[src/verilog/archPkg.sv]
`default_nettype none

package archPkg;

  // Register codes as they appear in opcode fields
  typedef enum logic [2:0] {
    regB   = 3'd0,
    regC   = 3'd1,
    regD   = 3'd2,
    regE   = 3'd3,
    regH   = 3'd4,
    regL   = 3'd5,
    regMem = 3'd6,
    regA   = 3'd7
  } regCodeT;

  // Opcode bits 5:3 of the 8x..Bx block
  typedef enum logic [2:0] {
    aluAdd, aluAdc, aluSub, aluSbc, aluAnd, aluXor, aluOr, aluCp
  } aluOpT;

  localparam int flagZ = 7;
  localparam int flagN = 6;
  localparam int flagH = 5;
  localparam int flagC = 4;

  localparam logic [7:0] flagsReset = 8'hB0;

  // Line 0 has the highest priority
  localparam int intLines = 4;
  localparam logic [intLines-1:0][15:0] intVector = {
    16'h0060, 16'h0050, 16'h0048, 16'h0040
  };

endpackage

`default_nettype wire

[src/verilog/uopPkg.sv]
`default_nettype none

package uopPkg;

  // Micro-op commands
  typedef enum logic [3:0] {
    nop,
    readToReg,   // Bus byte into destination register
    loadTempLo,
    loadTempHi,
    writeMem,
    selAddrHl,
    selAddrPc,
    blockOp,     // LD r,r' or ALU A,r
    incDec,
    loadPc,      // PC takes the jump temporary
    setIme,
    clearIme,
    intJump
  } uopCmdT;

  // ccFalse ends only a conditional JP whose condition fails
  typedef enum logic [1:0] {
    eofNever,
    eofAlways,
    eofCcFalse
  } eofCondT;

  typedef struct packed {
    uopCmdT  cmd;
    logic    incPc;
    eofCondT eofCond;
  } uopT;

  typedef logic [4:0] uPcT;

  typedef enum logic [1:0] {
    afterReset,
    startFlow,
    runFlow,
    endFlow
  } flowStateT;

  // Flow start addresses in the micro-op ROM
  localparam uPcT flowNop     = 5'd0;
  localparam uPcT flowLdRn    = 5'd1;
  localparam uPcT flowBlock   = 5'd3;
  localparam uPcT flowIncDec  = 5'd4;
  localparam uPcT flowStoreHl = 5'd5;
  localparam uPcT flowJp      = 5'd8;
  localparam uPcT flowInt     = 5'd12;
  localparam uPcT flowEi      = 5'd13;
  localparam uPcT flowDi      = 5'd14;

endpackage

`default_nettype wire

[src/verilog/microcodeRom.sv]
`timescale 1ns/1ps
`default_nettype none

module microcodeRom (
  input  wire uopPkg::uPcT uPc,
  input  wire [7:0]        fetchByte,
  output uopPkg::uopT      uop,
  output uopPkg::uPcT      flowIdx
);

  //----------------------------------------------------------------------
  // Micro-op table
  always_comb
  begin
    case (uPc)
      uopPkg::flowNop:          uop = '{uopPkg::nop, 1'b1, uopPkg::eofAlways};
      uopPkg::flowLdRn:         uop = '{uopPkg::nop, 1'b1, uopPkg::eofNever};
      uopPkg::flowLdRn + 5'd1:  uop = '{uopPkg::readToReg, 1'b1, uopPkg::eofAlways};
      uopPkg::flowBlock:        uop = '{uopPkg::blockOp, 1'b1, uopPkg::eofAlways};
      uopPkg::flowIncDec:       uop = '{uopPkg::incDec, 1'b1, uopPkg::eofAlways};
      uopPkg::flowStoreHl:      uop = '{uopPkg::selAddrHl, 1'b1, uopPkg::eofNever};
      uopPkg::flowStoreHl + 5'd1: uop = '{uopPkg::writeMem, 1'b0, uopPkg::eofNever};
      uopPkg::flowStoreHl + 5'd2: uop = '{uopPkg::selAddrPc, 1'b0, uopPkg::eofAlways};
      uopPkg::flowJp:           uop = '{uopPkg::nop, 1'b1, uopPkg::eofNever};
      uopPkg::flowJp + 5'd1:    uop = '{uopPkg::loadTempLo, 1'b1, uopPkg::eofNever};
      uopPkg::flowJp + 5'd2:    uop = '{uopPkg::loadTempHi, 1'b1, uopPkg::eofCcFalse};
      uopPkg::flowJp + 5'd3:    uop = '{uopPkg::loadPc, 1'b0, uopPkg::eofAlways};
      uopPkg::flowInt:          uop = '{uopPkg::intJump, 1'b0, uopPkg::eofAlways}; // No fetch
      uopPkg::flowEi:           uop = '{uopPkg::setIme, 1'b1, uopPkg::eofAlways};
      uopPkg::flowDi:           uop = '{uopPkg::clearIme, 1'b1, uopPkg::eofAlways};
      default:                  uop = '{uopPkg::nop, 1'b0, uopPkg::eofAlways};
    endcase
  end

  //----------------------------------------------------------------------
  // Opcode to flow
  always_comb
  begin
    flowIdx = uopPkg::flowNop;
    case (fetchByte[7:6])
      2'b00:
        if (fetchByte[5:3] != archPkg::regMem)
        begin
          if (fetchByte[2:0] == 3'b110)
            flowIdx = uopPkg::flowLdRn;
          else if (fetchByte[2:1] == 2'b10)
            flowIdx = uopPkg::flowIncDec;
        end
      2'b01:
        if (fetchByte[2:0] != archPkg::regMem)
        begin
          if (fetchByte[5:3] == archPkg::regMem)
            flowIdx = uopPkg::flowStoreHl;
          else
            flowIdx = uopPkg::flowBlock;
        end
      2'b10:
        if (fetchByte[2:0] != archPkg::regMem && fetchByte[5:3] != archPkg::aluAdc &&
            fetchByte[5:3] != archPkg::aluSbc)
          flowIdx = uopPkg::flowBlock;
      default:
        case (fetchByte)
          8'hC3, 8'hC2, 8'hCA, 8'hD2, 8'hDA: flowIdx = uopPkg::flowJp;
          8'hFB: flowIdx = uopPkg::flowEi;
          8'hF3: flowIdx = uopPkg::flowDi;
          default: flowIdx = uopPkg::flowNop;
        endcase
    endcase
  end

endmodule

`default_nettype wire

[src/verilog/flowSequencer.sv]
`timescale 1ns/1ps
`default_nettype none

module flowSequencer (
  input  wire              iClock,
  input  wire              arstN,
  input  wire uopPkg::uPcT flowIdx,
  input  wire              intPending,
  input  wire uopPkg::uopT uop,
  input  wire [7:0]        flags,
  input  wire [7:0]        memRdData,
  output uopPkg::uPcT      uPc,
  output logic [7:0]       opcode,
  output logic             flowEnable,
  output logic             flowStart
);

  uopPkg::flowStateT state;
  logic ccHolds;
  logic eof;

  // Jump condition from opcode bits 4:3
  always_comb
  begin
    case (opcode[4:3])
      2'b00:   ccHolds = !flags[archPkg::flagZ];
      2'b01:   ccHolds = flags[archPkg::flagZ];
      2'b10:   ccHolds = !flags[archPkg::flagC];
      default: ccHolds = flags[archPkg::flagC];
    endcase
  end

  always_comb
  begin
    case (uop.eofCond)
      uopPkg::eofAlways:  eof = 1'b1;
      uopPkg::eofCcFalse: eof = !opcode[0] && !ccHolds; // C3 never ends early
      default:            eof = 1'b0;
    endcase
  end

  always_ff @(posedge iClock or negedge arstN)
  begin
    if (!arstN)
    begin
      state <= uopPkg::afterReset;
      uPc   <= '0;
    end
    else
    begin
      case (state)
        uopPkg::afterReset:
          state <= uopPkg::startFlow;
        uopPkg::startFlow:
        begin
          uPc   <= intPending ? uopPkg::flowInt : flowIdx;
          state <= uopPkg::runFlow;
        end
        uopPkg::runFlow:
        begin
          uPc <= uPc + 5'd1;
          if (eof)
            state <= uopPkg::endFlow;
        end
        default:
          state <= uopPkg::startFlow;
      endcase
    end
  end

  always_ff @(posedge iClock)
  begin
    if (state == uopPkg::startFlow)
      opcode <= memRdData;
  end

  assign flowEnable = (state == uopPkg::runFlow);
  assign flowStart  = (state == uopPkg::startFlow);

  upcHoldsOutsideFlow: assert property (@(posedge iClock) disable iff (!arstN)
    (state == uopPkg::endFlow || state == uopPkg::afterReset) |=> $stable(uPc));

endmodule

`default_nettype wire

[src/verilog/interruptControl.sv]
`timescale 1ns/1ps
`default_nettype none

module interruptControl (
  input  wire                         iClock,
  input  wire                         arstN,
  input  wire [archPkg::intLines-1:0] intRequest,
  input  wire                         imeSet,
  input  wire                         imeClear,
  input  wire                         intTake,
  output logic                        intPending,
  output logic [15:0]                 intVectorAddr
);

  logic [archPkg::intLines-1:0]         latched;
  logic [$clog2(archPkg::intLines)-1:0] sel;
  logic                                 ime;

  // Lowest latched line wins
  always_comb
  begin
    sel = '0;
    for (int i = archPkg::intLines - 1; i >= 0; i--)
    begin
      if (latched[i])
        sel = $clog2(archPkg::intLines)'(i);
    end
  end

  always_ff @(posedge iClock or negedge arstN)
  begin
    if (!arstN)
    begin
      latched <= '0;
      ime     <= 1'b0;
    end
    else
    begin
      latched <= latched | intRequest;
      if (intTake)
        latched[sel] <= intRequest[sel]; // Held level latches again
      if (intTake || imeClear)
        ime <= 1'b0;
      else if (imeSet)
        ime <= 1'b1;
    end
  end

  assign intPending    = ime && (|latched);
  assign intVectorAddr = archPkg::intVector[sel];

  takeOnlyWhenPending: assert property (@(posedge iClock) disable iff (!arstN)
    intTake |-> intPending);

endmodule

`default_nettype wire

[src/verilog/uopDecoder.sv]
`timescale 1ns/1ps
`default_nettype none

module uopDecoder (
  input  wire              iClock,
  input  wire              arstN,
  input  wire uopPkg::uopT uop,
  input  wire [7:0]        opcode,
  input  wire              flowEnable,
  output logic             regWe,
  output archPkg::regCodeT regDst,
  output logic             regWrFromMem,
  output archPkg::regCodeT regSrc,
  output logic             flagWe,
  output logic             tempLoLoad,
  output logic             tempHiLoad,
  output logic             pcInc,
  output logic             pcLoad,
  output logic             pcVectorLoad,
  output logic             addrSelHl,
  output logic             memWe,
  output logic             imeSet,
  output logic             imeClear,
  output logic             intTake
);

  logic isAlu;
  logic isCp;

  assign isAlu = (opcode[7:6] == 2'b10);
  assign isCp  = isAlu && (opcode[5:3] == archPkg::aluCp);

  // ALU results always land in A
  assign regDst = (uop.cmd == uopPkg::blockOp && isAlu) ? archPkg::regA
                                                        : archPkg::regCodeT'(opcode[5:3]);
  assign regSrc = (uop.cmd == uopPkg::incDec) ? archPkg::regCodeT'(opcode[5:3])
                                              : archPkg::regCodeT'(opcode[2:0]);

  always_comb
  begin
    regWe        = 1'b0;
    regWrFromMem = 1'b0;
    flagWe       = 1'b0;
    tempLoLoad   = 1'b0;
    tempHiLoad   = 1'b0;
    pcInc        = 1'b0;
    pcLoad       = 1'b0;
    pcVectorLoad = 1'b0;
    memWe        = 1'b0;
    imeSet       = 1'b0;
    imeClear     = 1'b0;
    intTake      = 1'b0;
    if (flowEnable)
    begin
      pcInc = uop.incPc;
      case (uop.cmd)
        uopPkg::readToReg:
        begin
          regWe        = 1'b1;
          regWrFromMem = 1'b1;
        end
        uopPkg::blockOp:
        begin
          regWe  = !isCp;  // CP only compares
          flagWe = isAlu;
        end
        uopPkg::incDec:
        begin
          regWe  = 1'b1;
          flagWe = 1'b1;
        end
        uopPkg::loadTempLo: tempLoLoad = 1'b1;
        uopPkg::loadTempHi: tempHiLoad = 1'b1;
        uopPkg::writeMem:   memWe = 1'b1;
        uopPkg::loadPc:     pcLoad = 1'b1;
        uopPkg::setIme:     imeSet = 1'b1;
        uopPkg::clearIme:   imeClear = 1'b1;
        uopPkg::intJump:
        begin
          pcVectorLoad = 1'b1;
          intTake      = 1'b1;
        end
        default:
          regWe = 1'b0;
      endcase
    end
  end

  // Address select, PC unless a store is in progress
  always_ff @(posedge iClock or negedge arstN)
  begin
    if (!arstN)
      addrSelHl <= 1'b0;
    else if (flowEnable && uop.cmd == uopPkg::selAddrHl)
      addrSelHl <= 1'b1;
    else if (flowEnable && uop.cmd == uopPkg::selAddrPc)
      addrSelHl <= 1'b0;
  end

  noWriteWhileRegWrite: assert property (@(posedge iClock) disable iff (!arstN)
    !(memWe && regWe));

  storeAddressedByHl: assert property (@(posedge iClock) disable iff (!arstN)
    memWe |-> addrSelHl);

endmodule

`default_nettype wire

[src/verilog/registerFile.sv]
`timescale 1ns/1ps
`default_nettype none

module registerFile #(
  parameter logic [15:0] resetPc = 16'h0100
) (
  input  wire                   iClock,
  input  wire                   arstN,
  input  wire                   regWe,
  input  wire                   pcInc,
  input  wire                   pcLoad,
  input  wire                   pcVectorLoad,
  input  wire                   tempLoLoad,
  input  wire                   tempHiLoad,
  input  wire archPkg::regCodeT regDst,
  input  wire archPkg::regCodeT regSrc,
  input  wire                   regWrFromMem,
  input  wire [7:0]             memRdData,
  input  wire [7:0]             aluResult,
  input  wire [7:0]             newFlags,
  input  wire                   flagWe,
  input  wire [15:0]            intVectorAddr,
  input  wire                   addrSelHl,
  output logic [7:0]            srcData,
  output logic [7:0]            regA,
  output logic [7:0]            flags,
  output logic [15:0]           memAddr,
  output logic [7:0]            memWrData
);

  logic [7:0]  gpr [0:5];  // B, C, D, E, H, L
  logic [15:0] pc;
  logic [15:0] temp;       // Jump target
  logic [7:0]  wrData;

  assign wrData = regWrFromMem ? memRdData : aluResult;

  //----------------------------------------------------------------------
  // Architectural state
  always_ff @(posedge iClock or negedge arstN)
  begin
    if (!arstN)
    begin
      for (int i = 0; i < 6; i++)
        gpr[i] <= 8'h00;
      regA  <= 8'h00;
      flags <= archPkg::flagsReset;
      pc    <= resetPc;
      temp  <= 16'h0000;
    end
    else
    begin
      if (regWe && regDst == archPkg::regA)
        regA <= wrData;
      else if (regWe && regDst != archPkg::regMem)
        gpr[regDst] <= wrData;
      if (flagWe)
        flags <= newFlags;
      if (tempLoLoad)
        temp[7:0] <= memRdData;
      if (tempHiLoad)
        temp[15:8] <= memRdData;
      // Vector entry wins over a jump
      if (pcVectorLoad)
        pc <= intVectorAddr;
      else if (pcLoad)
        pc <= temp;
      else if (pcInc)
        pc <= pc + 16'd1;
    end
  end

  //----------------------------------------------------------------------
  // Read and address muxes
  always_comb
  begin
    case (regSrc)
      archPkg::regA:   srcData = regA;
      archPkg::regMem: srcData = 8'h00;  // No (HL) operand is kept
      default:         srcData = gpr[regSrc];
    endcase
  end

  assign memAddr   = addrSelHl ? {gpr[archPkg::regH], gpr[archPkg::regL]} : pc;
  assign memWrData = srcData;

endmodule

`default_nettype wire

[src/verilog/aluFlags.sv]
`timescale 1ns/1ps
`default_nettype none

module aluFlags (
  input  wire [7:0]  opcode,
  input  wire [7:0]  operand,
  input  wire [7:0]  regA,
  input  wire [7:0]  flags,
  output logic [7:0] aluResult,
  output logic [7:0] newFlags
);

  logic [8:0] sum;
  logic [8:0] diff;
  logic [4:0] halfSum;
  logic       halfBorrow;
  logic       n;
  logic       h;
  logic       c;

  assign sum        = {1'b0, regA} + {1'b0, operand};
  assign diff       = {1'b0, regA} - {1'b0, operand};
  assign halfSum    = {1'b0, regA[3:0]} + {1'b0, operand[3:0]};
  assign halfBorrow = regA[3:0] < operand[3:0];  // Borrow from bit 4

  always_comb
  begin
    aluResult = operand;  // LD passes through
    n         = flags[archPkg::flagN];
    h         = flags[archPkg::flagH];
    c         = flags[archPkg::flagC];
    if (opcode[7:6] == 2'b10)
    begin
      case (archPkg::aluOpT'(opcode[5:3]))
        archPkg::aluAdd:
        begin
          aluResult = sum[7:0];
          n         = 1'b0;
          h         = halfSum[4];
          c         = sum[8];
        end
        archPkg::aluSub, archPkg::aluCp:
        begin
          aluResult = diff[7:0];
          n         = 1'b1;
          h         = halfBorrow;
          c         = diff[8];
        end
        archPkg::aluAnd:
        begin
          aluResult = regA & operand;
          {n, h, c} = 3'b010;
        end
        archPkg::aluXor:
        begin
          aluResult = regA ^ operand;
          {n, h, c} = 3'b000;
        end
        archPkg::aluOr:
        begin
          aluResult = regA | operand;
          {n, h, c} = 3'b000;
        end
        default:
          aluResult = operand;  // ADC and SBC are not decoded
      endcase
    end
    else if (opcode[7:6] == 2'b00 && opcode[2:1] == 2'b10)
    begin
      // INC and DEC keep C
      if (!opcode[0])
      begin
        aluResult = operand + 8'd1;
        n         = 1'b0;
        h         = (aluResult[3:0] == 4'h0);
      end
      else
      begin
        aluResult = operand - 8'd1;
        n         = 1'b1;
        h         = (aluResult[3:0] == 4'hF);
      end
    end
  end

  always_comb
  begin
    newFlags                 = 8'h00;
    newFlags[archPkg::flagZ] = (aluResult == 8'h00);
    newFlags[archPkg::flagN] = n;
    newFlags[archPkg::flagH] = h;
    newFlags[archPkg::flagC] = c;
  end

endmodule

`default_nettype wire

[src/verilog/gbCore.sv]
`timescale 1ns/1ps
`default_nettype none

module gbCore #(
  parameter logic [15:0] resetPc = 16'h0100
) (
  input  wire                         iClock,
  input  wire                         arstN,
  input  wire [7:0]                   memRdData,
  input  wire [archPkg::intLines-1:0] intRequest,
  output logic [15:0]                 memAddr,
  output logic [7:0]                  memWrData,
  output logic                        memWe
);

  uopPkg::uPcT      uPc;
  uopPkg::uPcT      flowIdx;
  uopPkg::uopT      uop;
  logic [7:0]       opcode;
  logic             flowEnable;
  logic             flowStart;
  logic             regWe;
  logic             regWrFromMem;
  archPkg::regCodeT regDst;
  archPkg::regCodeT regSrc;
  logic             flagWe;
  logic             tempLoLoad;
  logic             tempHiLoad;
  logic             pcInc;
  logic             pcLoad;
  logic             pcVectorLoad;
  logic             addrSelHl;
  logic             imeSet;
  logic             imeClear;
  logic             intTake;
  logic [7:0]       srcData;
  logic [7:0]       regA;
  logic [7:0]       flags;
  logic [7:0]       aluResult;
  logic [7:0]       newFlags;
  logic             intPending;
  logic [15:0]      intVectorAddr;

  //----------------------------------------------------------------------
  // Control
  flowSequencer flowSequencer_i (
    .iClock     (iClock),
    .arstN      (arstN),
    .flowIdx    (flowIdx),
    .intPending (intPending),
    .uop        (uop),
    .flags      (flags),
    .memRdData  (memRdData),
    .uPc        (uPc),
    .opcode     (opcode),
    .flowEnable (flowEnable),
    .flowStart  (flowStart)
  );

  microcodeRom microcodeRom_i (
    .uPc       (uPc),
    .fetchByte (memRdData),
    .uop       (uop),
    .flowIdx   (flowIdx)
  );

  uopDecoder uopDecoder_i (
    .iClock       (iClock),
    .arstN        (arstN),
    .uop          (uop),
    .opcode       (opcode),
    .flowEnable   (flowEnable),
    .regWe        (regWe),
    .regDst       (regDst),
    .regWrFromMem (regWrFromMem),
    .regSrc       (regSrc),
    .flagWe       (flagWe),
    .tempLoLoad   (tempLoLoad),
    .tempHiLoad   (tempHiLoad),
    .pcInc        (pcInc),
    .pcLoad       (pcLoad),
    .pcVectorLoad (pcVectorLoad),
    .addrSelHl    (addrSelHl),
    .memWe        (memWe),
    .imeSet       (imeSet),
    .imeClear     (imeClear),
    .intTake      (intTake)
  );

  interruptControl interruptControl_i (
    .iClock        (iClock),
    .arstN         (arstN),
    .intRequest    (intRequest),
    .imeSet        (imeSet),
    .imeClear      (imeClear),
    .intTake       (intTake),
    .intPending    (intPending),
    .intVectorAddr (intVectorAddr)
  );

  //----------------------------------------------------------------------
  // Datapath
  registerFile #(
    .resetPc (resetPc)
  ) registerFile_i (
    .iClock        (iClock),
    .arstN         (arstN),
    .regWe         (regWe),
    .pcInc         (pcInc),
    .pcLoad        (pcLoad),
    .pcVectorLoad  (pcVectorLoad),
    .tempLoLoad    (tempLoLoad),
    .tempHiLoad    (tempHiLoad),
    .regDst        (regDst),
    .regSrc        (regSrc),
    .regWrFromMem  (regWrFromMem),
    .memRdData     (memRdData),
    .aluResult     (aluResult),
    .newFlags      (newFlags),
    .flagWe        (flagWe),
    .intVectorAddr (intVectorAddr),
    .addrSelHl     (addrSelHl),
    .srcData       (srcData),
    .regA          (regA),
    .flags         (flags),
    .memAddr       (memAddr),
    .memWrData     (memWrData)
  );

  aluFlags aluFlags_i (
    .opcode    (opcode),
    .operand   (srcData),
    .regA      (regA),
    .flags     (flags),
    .aluResult (aluResult),
    .newFlags  (newFlags)
  );

  // Every flow hands the bus back to PC before the next fetch
  fetchFromPc: assert property (@(posedge iClock) disable iff (!arstN)
    flowStart |-> !addrSelHl);

endmodule

`default_nettype wire

[config.mk]
export PLATFORM = sky130hd
export DESIGN_NAME = gbCore
export DESIGN_NICKNAME = d
export VERILOG_FILES = /design/src/verilog/archPkg.sv /design/src/verilog/uopPkg.sv /design/src/verilog/microcodeRom.sv /design/src/verilog/flowSequencer.sv /design/src/verilog/interruptControl.sv /design/src/verilog/uopDecoder.sv /design/src/verilog/registerFile.sv /design/src/verilog/aluFlags.sv /design/src/verilog/gbCore.sv
export SDC_FILE = /design/constraint.sdc
export NUM_CORES = 1
export LEC_CHECK = 0
export BUFFER_PORTS_ARGS = -buffer_cell sky130_fd_sc_hd__buf_2
export CAP_MARGIN = 40
export CORE_ASPECT_RATIO = 0.75
export CORE_MARGIN = 1.5
export CORE_UTILIZATION = 44
export DETAILED_ROUTE_END_ITERATION = 16
export HOLD_SLACK_MARGIN = 0.02
export PLACE_DENSITY = 0.65
export SYNTH_ARGS = -nofsm -noshare
export SYNTH_HDL_FRONTEND = slang
export SYNTH_SLANG_ARGS = --single-unit
[constraint.sdc]
create_clock -name iClock -period 6 [get_ports iClock]
set_input_delay 1.2 -clock iClock [delete_from_list [all_inputs] [get_ports iClock]]
set_output_delay 1.2 -clock iClock [all_outputs]
set_load 0.1 [all_outputs]
[Word-level counts from Yosys, hierarchy flattened]
Memory sizes are Yosys's and may differ from the RTL's.
Index checks and enable logic that the tools add are counted.
Storage, ports and cells
  ROM bits: 112
  output and inout bits: 25
  memories: 1
  register bits: 111
Memory list
  (name not given): depth 16, width 7, read ports 1, clocked after memory_dff 0, write ports 0, line microcodeRom.sv:15  | case (uPc)
Cells by class
  reductions and logical operators: 36
  $add $sub $neg: 6
  eq/ne operators: 46
  bitwise gates (word level): 7
  multiplexer cells: 71
  magnitude comparators: 5
Operators with widths (number)
  two-way mux 16 bit: 5
  equality test 8 bit (second input constant): 7
  two-way mux 8 bit: 7
  bitwise mux 48 bit: 1
  one-hot mux 8 bit (5 select lines): 1
  binary-select mux 16 bit (select 2 bit): 1
  equality test 3 bit (second input constant): 9
  two-way mux 1 bit: 25
  binary-select mux 8 bit (select 3 bit): 1
  demux 8 bit (select 3 bit): 1
  equality test 4 bit (second input constant): 5
  two-way mux 5 bit: 4
  adder 16 x 1 -> 16 bit (second input constant): 1
  equality test 4 x 3 -> 1 bit (second input constant): 4
  one-hot mux 8 bit (2 select lines): 1
  one-hot mux 5 bit (3 select lines): 1
  equality test 2 bit (second input constant): 7
  logical AND 1 bit: 13
  two-way mux 2 bit: 6
  two-way mux 3 bit: 4
  one-hot mux 4 bit (3 select lines): 1
  one-hot mux 5 bit (2 select lines): 1
  adder 8 x 8 -> 9 bit: 1
  != test 3 bit (second input constant): 3
  other kinds (42): 61

[Logic depth before layout (Yosys ltp)]
Gate-level depths: netlist (run 1).
An unclocked memory read counts as a cell.
  word-level depth: 15
  mapped depth: 23
  mapped depth without buffers: 21

[Cells and area by module]
A second synthesis (run 1) with hierarchy kept.
Second synthesis, totals
  cells, all modules: 895
  area total of the unflattened synthesis: 8310.5 um^2
By module, submodules not included
  registerFile: area each 4835.9 um^2, seq. area each 2407.3 um^2, instances 1, cells each 463
  aluFlags: area each 1760.4 um^2, seq. area each 0.0 um^2, instances 1, cells each 245
  flowSequencer: area each 708.2 um^2, seq. area each 415.4 um^2, instances 1, cells each 58
  microcodeRom: area each 400.4 um^2, seq. area each 0.0 um^2, instances 1, cells each 58
  interruptControl: area each 331.6 um^2, seq. area each 125.1 um^2, instances 1, cells each 36
  uopDecoder: area each 274.0 um^2, seq. area each 25.0 um^2, instances 1, cells each 35

[Least setup slack after synthesis (run 1)]
No wires, ideal clock.
  path type: register to register
  start point: reg flowSequencer_i.uPc[1]
  end point: reg registerFile_i.gpr[46] (netlist name)
  arrival time: 5.685 ns
  stages on the path, launching flop included: 22
  path slack: 0.190 ns
  required time: 5.875 ns
  clock period less this slack: 5.810 ns
  cells stage by stage: dfrtp_1 inv_1 ha_1 nand2b_4 a311o_1 nor4_2 or2_4 buf_6 mux2_4 a211oi_1 inv_1 fa_1 a21oi_1 o21bai_1 a31o_2 a221o_1 a21o_1 o21ai_0 o221ai_1 nor2_1 a21oi_1 mux2_2
Between the ends
  word-level cells in the longest chain between the ends: 15
Ends and longest elaborated chain
  start: declaration: line flowSequencer.sv:12  | output uopPkg::uPcT uPc,
  start signal: assignment: line flowSequencer.sv:56  | uPc <= intPending ? uopPkg::flowInt : flowIdx;
  start signal: assignment: line flowSequencer.sv:61  | uPc <= uPc + 5'd1;
  memory (16 x 7 bit) *
  two-way mux 7 bit *: line microcodeRom.sv:15
  equality test 4 bit *: line uopDecoder.sv:36  | assign regSrc = (uop.cmd == uopPkg::incDec) ? archPkg::regCodeT'(opcode[5:3])
  two-way mux 3 bit *: line uopDecoder.sv:36
  NOT 3 -> 4 bit (not written as such): line registerFile.sv:80  | default: srcData = gpr[regSrc];
  binary-select mux 8 bit (select 3 bit): line registerFile.sv:80
  two-way mux 8 bit (not written as such) (2 in a row): line registerFile.sv:80
  one-hot mux 8 bit (2 select lines) *: line registerFile.sv:77  | case (regSrc)
  via memWrData[1]: line gbCore.sv:12  | output logic [7:0] memWrData,
  adder 8 x 1 -> 8 bit / subtractor 8 x 1 -> 8 bit (equally long branches): line aluFlags.sv:73, aluFlags.sv:79
  two-way mux 8 bit: line aluFlags.sv:71  | if (!opcode[0])
  two-way mux 8 bit: line aluFlags.sv:68  | else if (opcode[7:6] == 2'b00 && opcode[2:1] == 2'b10)
  two-way mux 8 bit *: line aluFlags.sv:32  | if (opcode[7:6] == 2'b10)
  two-way mux 8 bit *: line registerFile.sv:36  | assign wrData = regWrFromMem ? memRdData : aluResult;
  bitwise mux 48 bit *: line registerFile.sv:56  | gpr[regDst] <= wrData;
  end signal: indexed assignment: line registerFile.sv:56
  end: declaration: line registerFile.sv:31  | logic [7:0] gpr [0:5];
Mark *: on every way through the listed nets, which the timed path passes. The rest lies on a longest branch. The select of a mux whose other input is x is not followed.
A chain may end at the register's enable or synchronous reset.

[Worst setup path after layout (run 1)]
  start point: reg flowSequencer_i.uPc[0]
  end point: reg registerFile_i.gpr[47] (netlist name)
Between the ends
  word-level cells in the longest chain between the ends: 15
Ends and longest elaborated chain (line)
  memory (16 x 7 bit) *
  two-way mux 7 bit *: microcodeRom.sv:15
  equality test 4 bit: uopDecoder.sv:36, uopDecoder.sv:56
  two-way mux 3 bit: uopDecoder.sv:36
  NOT 3 -> 4 bit (not written as such): registerFile.sv:80
  binary-select mux 8 bit (select 3 bit): registerFile.sv:80
  two-way mux 8 bit (not written as such) (2 in a row): registerFile.sv:80
  one-hot mux 8 bit (2 select lines): registerFile.sv:77
  adder 8 x 1 -> 8 bit / subtractor 8 x 1 -> 8 bit (equally long branches): aluFlags.sv:73, aluFlags.sv:79
  two-way mux 8 bit: aluFlags.sv:71
  two-way mux 8 bit: aluFlags.sv:68
  two-way mux 8 bit: aluFlags.sv:32
  two-way mux 8 bit: registerFile.sv:36
  bitwise mux 48 bit: registerFile.sv:56
Mark *: on every way between the ends. The rest lies on a longest branch, timed or not. The select of a mux whose other input is x is not followed.

==> out/qor.txt, run 1 <==
Outcome: finished clean
Layout cell share with drive strength beyond 1: 25.2%
HP Class: register to register
Post-synthesis sequential area ratio: 36.6%
Worst Hold Launch: registerFile_i.flags[7]$_DFFE_PN1P_
Max clock buf depth: 2
First-pass GRT wire length: 35.7 mm
Async SR Flop Fraction: 92.8%
Crit path max fanout: 7
Post-route ant nets: 0
Crit-path cells: inv_1, ha_1, nand2b_4, a311o_2, nor4_4, or2_4, buf_4, mux2_2, a221o_1, o221ai_1, inv_1, ha_1, and3_1, nand2_1, a2111o_1, a211oi_1, o41ai_2, o31ai_4, mux2_2
Post-synth cell types: 75
Slew @ Worst Pin: 0.903 ns
Chip Width: 156 microns
H-tree Lvls: 3
Final Max Tran Viols: 0
Hold worst-path end: registerFile_i.flags[7]$_DFFE_PN1P_
Number of diodes: 0
Final Util: 51.1%
Clk_skew: 0.00817 ns
Clk_lat worst skew: 0.36 ns
Initial antenna violation count: 0
Final worst slack: 0.392 ns
Vias: 6,421
Synth warnings: 0
Wire length per cell: 21.0 microns
Hold_ws: 0.504 ns
Die Ht: 118 microns
Fmax: 178 MHz
DP HPWL: 16.6 mm
Crit start category: register
Reg2reg start: flowSequencer_i.uPc[0]$_DFFE_PN0P_
Core ar.: 17,000 sq um
Top FF cell, synth: dfrtp_1
Layout net count: 899
I/O pin cnt: 39
Initial Utilization: 45.4%
Synthesized netlist cell count: 788
GR Util All Layers: 25.4%
Most frequent cells after synthesis: 100 x dfrtp_1, 93 x mux2_2, 74 x nor2_1
Crit path largest cell delay: 0.48 ns
Drt initial violations: 690
Slew HR: 39.6%
Critical path's slowest cell: a311o_2
Multi-input gate area: 4650 sq um
Number of global-route vias before repair: 6,047
Cells on Worst Hold Path: 2
Final Cell Area: 8670 sq um
Worst r2r dst: registerFile_i.gpr[47]$_DFFE_PN0P_
Number of flops mapped to enable cells by yosys: 8
#FFs+latches synth: 111
Final Cycle Share: 93.5%
Largest net degree at the start of global routing: 65
Syn avg cell area: 9.79 sq um
DRC viols: 0
Final Critical Period: 5.61 ns
# clock sinks: 111
R2R setup slack: 0.39 ns
Area after DPL: 8260 sq um
# rows: 41
CTS Buf Count: 9
Die area: 18,300 sq um
WP data arrival: 5.91 ns
Hold Vio Cnt, Final: 0
Setup crit end kind: register
Drt pass-1 iters: 7
Most common cell in the netlist: dfrtp_1
Final setup viols: 0
Worst-path clk slew: 0.08 ns
Layout area overhead: 12.4%
Clk root buf: clkbuf_16
Port bufs: 38
Cell taking the most area after synthesis: dfrtp_1
FF+latch area: 2820 sq um
TritonCTS clock tree: done
GPL Wtd Cong: 0.949
Max-Cap Viols: 0
Reg2Reg Depth: 19
Critical path class: register to register
Vias per cell: 5.95
Cts hold-fix bufs: 0
Fill cells: 1,544
Ranking of synthesized cells by area: dfrtp_1 32%, mux2_2 14%, ha_1 7.0%
Total grt overflow: 0
Syn Nets: 848
Setup WS pre-CTS: 0.291 ns
Routed WL: 22.7 mm
Mapped Area: 7710 sq um
Top cell type's share of synthesized area: 32.5%
WP data required: 6.30 ns
[repair_timing]
item | CTS | global route
setup endpoints to repair | 0 | 21
resized for setup | 0 | 12
setup buffers | 0 | 9
[per-stage QoR]
stage	TNS [ns]	std cells
global placement	0	1050
global route	-0.00165	1080
detailed placement	0	1055
floorplan	0	788
finish	0	1080
CTS	0	1071
[cells by family after synthesis]
logic type / count (synthesis) / synth area share (%)
buf+inv: 74 / 3.85
flops: 111 / 36.6
compound gates: 213 / 19.6
simple gates: 206 / 12.6
xor+xnor: 23 / 2.61
mux: 115 / 16.9
fa+ha+maj: 46 / 7.76
[state kept, by name, summed over array words and instances, names as in the netlist]
register	cells
registerFile_i.regA	8
uopDecoder_i.addrSelHl	1
registerFile_i.flags	2
registerFile_i.gpr	48
interruptControl_i.ime	1
interruptControl_i.latched	4
flowSequencer_i.state	2
flowSequencer_i.opcode	8
registerFile_i.pc	16
registerFile_i.temp	16
flowSequencer_i.uPc	5
[cells in the final DEF, fill, tap and decap left out, types with 3 or more instances in the layout]
cell	count
dfrtp_1	99
mux2_2	93
nor2_1	74
nand2_1	57
inv_1	43
ha_1	43
a21oi_1	42
o21ai_0	38
buf_2	38
buf_4	30
a211oi_1	26
nand3_1	17
mux2i_1	16
nor3_1	15
a31oi_1	14
xor2_1	12
a21o_1	11
xnor2_1	11
o22ai_1	9
clkbuf_16	9
edfxtp_1	8
o221ai_1	7
o21bai_1	7
a221oi_1	7
nand2b_1	6
nand4_1	5
a221o_1	5
nor2b_1	4
and3_1	4
o211ai_1	4
o31ai_2	3
a2111oi_0	3
nor4_1	3
a22oi_1	3
o22a_1	3
fa_1	3
inv_6	3
dfstp_2	3
[cell type report]
class,count,share of cell area [%]
inverter,44,1.91
sequential,111,32.6
timing repair buffer,70,5.23
clock buffer,10,2.64
clock inverter,6,0.592
tap,236,3.41
multi-input combinational,603,53.7
[worst max-delay path by stage]
stage | startpoint | endpoint
floorplan | flowSequencer_i.uPc[1]$_DFFE_PN0P_ | registerFile_i.gpr[46]$_DFFE_PN0P_
global placement | flowSequencer_i.uPc[0]$_DFFE_PN0P_ | registerFile_i.gpr[30]$_DFFE_PN0P_
detailed placement | flowSequencer_i.uPc[0]$_DFFE_PN0P_ | registerFile_i.gpr[47]$_DFFE_PN0P_
CTS | flowSequencer_i.uPc[0]$_DFFE_PN0P_ | registerFile_i.gpr[47]$_DFFE_PN0P_
global route | flowSequencer_i.uPc[0]$_DFFE_PN0P_ | registerFile_i.gpr[14]$_DFFE_PN0P_
finish | flowSequencer_i.uPc[0]$_DFFE_PN0P_ | registerFile_i.gpr[47]$_DFFE_PN0P_
[routing by layer]
layer  vias to the layer above  GRT usage, %  wire length [microns]
li1                       3024             -                      -
met1                      3127          40.3                  11200
met2                       257          34.2                   9330
met3                        13          6.63                   2000
met4                         0          4.35                    180
met5                         -             0                      0
[critical path, delay by kind of cell, from the launching register on]
family,cells,cell delay (ns)
AO/OA/AOI/OAI,7,2.41
AND/OR/NAND/NOR,5,0.98
adder cells (fa/ha/maj),2,0.65
multiplexers,2,0.58
buffers and inverters,3,0.49
flip-flops,1,0.44
Power of run 1 is not shown: default switching activity piles up to over one toggle a cycle in this logic, so the estimate is an artifact.
==> inputs of run 2 (changes only) <==
- PLACE_DENSITY: 0.65 -> unset
==> run 2 against run 1 <==
Effect of this change:
- clock skew barely moved
- via count rose by 3.2%
- die area unchanged
- final area fell by 0.61%
- non-clock buffer count fell by 5
- setup slack got worse by 0.033 ns
- first-iteration DRC count decreased by 8.6%
- global-route usage up 1.3 points
- clock-buffer cell count is the same
- critical path depth grew 3
- critical path type unchanged
==> out/qor.txt, run 2 (synthesis results as in run 1) <==
Outcome: finished clean (unchanged)
Vias per cell: 6.16 (was 5.95)
Initial antenna violation count: 0 (unchanged)
Clk root buf: clkbuf_16 (unchanged)
Drt initial violations: 631 (was 690)
Layout net count: 894 (was 899)
Largest net degree at the start of global routing: 60 (was 65)
Top reg by flops: registerFile_i.gpr (unchanged)
Die area: 18,300 sq um (unchanged)
Largest register FFs: 48 (unchanged)
TritonCTS clock tree: done (unchanged)
Wire length per cell: 22.3 microns (was 21.0 microns)
Chip Width: 156 microns (unchanged)
Die Ht: 118 microns (unchanged)
Reg2reg start: flowSequencer_i.uPc[0]$_DFFE_PN0P_ (unchanged)
# clock sinks: 111 (unchanged)
Most frequent cells in the layout: 100 x dfrtp_1, 93 x mux2_2, 74 x nor2_1 (was 99 x dfrtp_1, 93 x mux2_2, 74 x nor2_1)
First-pass GRT wire length: 37.1 mm (was 35.7 mm)
Drt pass-1 iters: 5 (was 7)
GR Util All Layers: 26.6% (was 25.4%)
Max-Cap Viols: 0 (unchanged)
Core ar.: 17,000 sq um (unchanged)
CP Launch Point: flowSequencer_i.uPc[0]$_DFFE_PN0P_ (unchanged)
# rows: 41 (unchanged)
Critical path class: register to register (unchanged)
GPL Wtd Cong: 0.960 (was 0.949)
Fmax: 177 MHz (was 178 MHz)
RSZ-0062 raised after global routing: no
Port bufs: 38 (unchanged)
Layout cell share with drive strength beyond 1: 24.3% (was 25.2%)
Worst-path clk slew: 0.08 ns (about the same)
Final Util: 50.7% (was 51.1%)
Slew HR: 39.1% (was 39.6%)
Clk_lat worst skew: 0.36 ns (about the same)
Clk_skew: 0.00793 ns (was 0.00817 ns)
Crit start category: register (unchanged)
Final Cycle Share: 94.0% (was 93.5%)
I/O pin cnt: 39 (unchanged)
Layout area overhead: 11.7% (was 12.4%)
Number of diodes: 0 (unchanged)
Routed WL: 24.0 mm (was 22.7 mm)
Initial Utilization: 45.4% (unchanged)
TNS Setup: 0 ns (unchanged)
Vias: 6,625 (was 6,421)
CTS Buf Count: 9 (unchanged)
DP HPWL: 18.1 mm (was 16.6 mm)
Hold Vio Cnt, Final: 0 (unchanged)
Final worst slack: 0.359 ns (was 0.392 ns)
WP data required: 6.25 ns (was 6.30 ns)
WP data arrival: 5.90 ns (was 5.91 ns)
Top flop regs: registerFile_i.gpr (48), registerFile_i.pc (16), registerFile_i.temp (16) (unchanged)
Final Cell Area: 8620 sq um (was 8670 sq um)
DRC viols: 0 (unchanged)
Setup WS pre-CTS: 0.248 ns (was 0.291 ns)
HP Class: register to register (unchanged)
Final Critical Period: 5.64 ns (was 5.61 ns)
Slew @ Worst Pin: 0.907 ns (was 0.903 ns)
Final Max Tran Viols: 0 (unchanged)
Crit path max fanout: 11 (was 7)
Post-route ant nets: 0 (unchanged)
Setup crit end kind: register (unchanged)
Number of global-route vias before repair: 6,337 (was 6,047)
Worst Hold Launch: registerFile_i.flags[7]$_DFFE_PN1P_ (unchanged)
Most common cell after layout, fill and taps aside: dfrtp_1 (unchanged)
Area after DPL: 8250 sq um (was 8260 sq um)
H-tree Lvls: 3 (unchanged)
Max clock buf depth: 2 (unchanged)
Total grt overflow: 0 (unchanged)
Final setup viols: 0 (unchanged)
## run 2: what timing repair did
action	CTS	global route
gates resized for setup	0	7
hold buffers	0	0
endpoints found under the hold margin	0	0
setup endpoints to repair	0	21
buffers inserted	0	4
## run 2: per-stage QoR
step,std cells,hold slack (ns)
6_report,1075,0.502
2_1_floorplan,788,0.473
3_3_place_gp,1052,0.489
3_5_place_dp,1055,0.490
4_1_cts,1071,0.502
5_1_grt,1075,0.530
## run 2: cell type report
type                    count  area, sq um
clock buffers              10          229
clock inverters             6         62.6
fillers                  1530         8360
inverters                  44          165
multi-input cells         603         4640
flip-flops and latches    111         2820
well taps                 236          295
repair buffers             65          400
## run 2: final timing paths
path                                                       end  slack [ns]  cells past startpoint
max                         registerFile_i.gpr[15]$_DFFE_PN0P_        0.36                     22
min                        registerFile_i.flags[7]$_DFFE_PN1P_        0.50                      2
max reg2reg                 registerFile_i.gpr[15]$_DFFE_PN0P_        0.36                     22
min reg2reg                registerFile_i.flags[7]$_DFFE_PN1P_        0.50                      2
max in group asynchronous   registerFile_i.regA[0]$_DFFE_PN0P_        3.98                      2
min in group asynchronous   registerFile_i.gpr[19]$_DFFE_PN0P_        0.92                      1
## run 2: layer usage
metal / GRT usage, % / up-vias / wire length, microns
li1: - / 3009 / -
met1: 41.3 / 3300 / 11500
met2: 37.1 / 293 / 10000
met3: 6.55 / 23 / 2120
met4: 5.12 / 0 / 254
met5: 0 / - / 0
## run 2: worst max-delay path, stage by stage (launching register included)
cell and delay (ns):
dfrtp_1 0.43, inv_1 0.13, ha_1 0.39, mux2i_2 0.28, o31a_1 0.33, buf_4 0.17, nand4_1 0.14, nand2_1 0.19
buf_4 0.22, mux2_2 0.37, o221a_4 0.32, inv_1 0.10, ha_1 0.25, inv_1 0.08, o21bai_1 0.28, a21oi_1 0.12
o21bai_1 0.24, a21o_1 0.17, a21oi_1 0.08, xnor2_1 0.13, a221oi_1 0.62, o31ai_4 0.18, mux2_2 0.30
Power of run 2 is left out for the same reason.
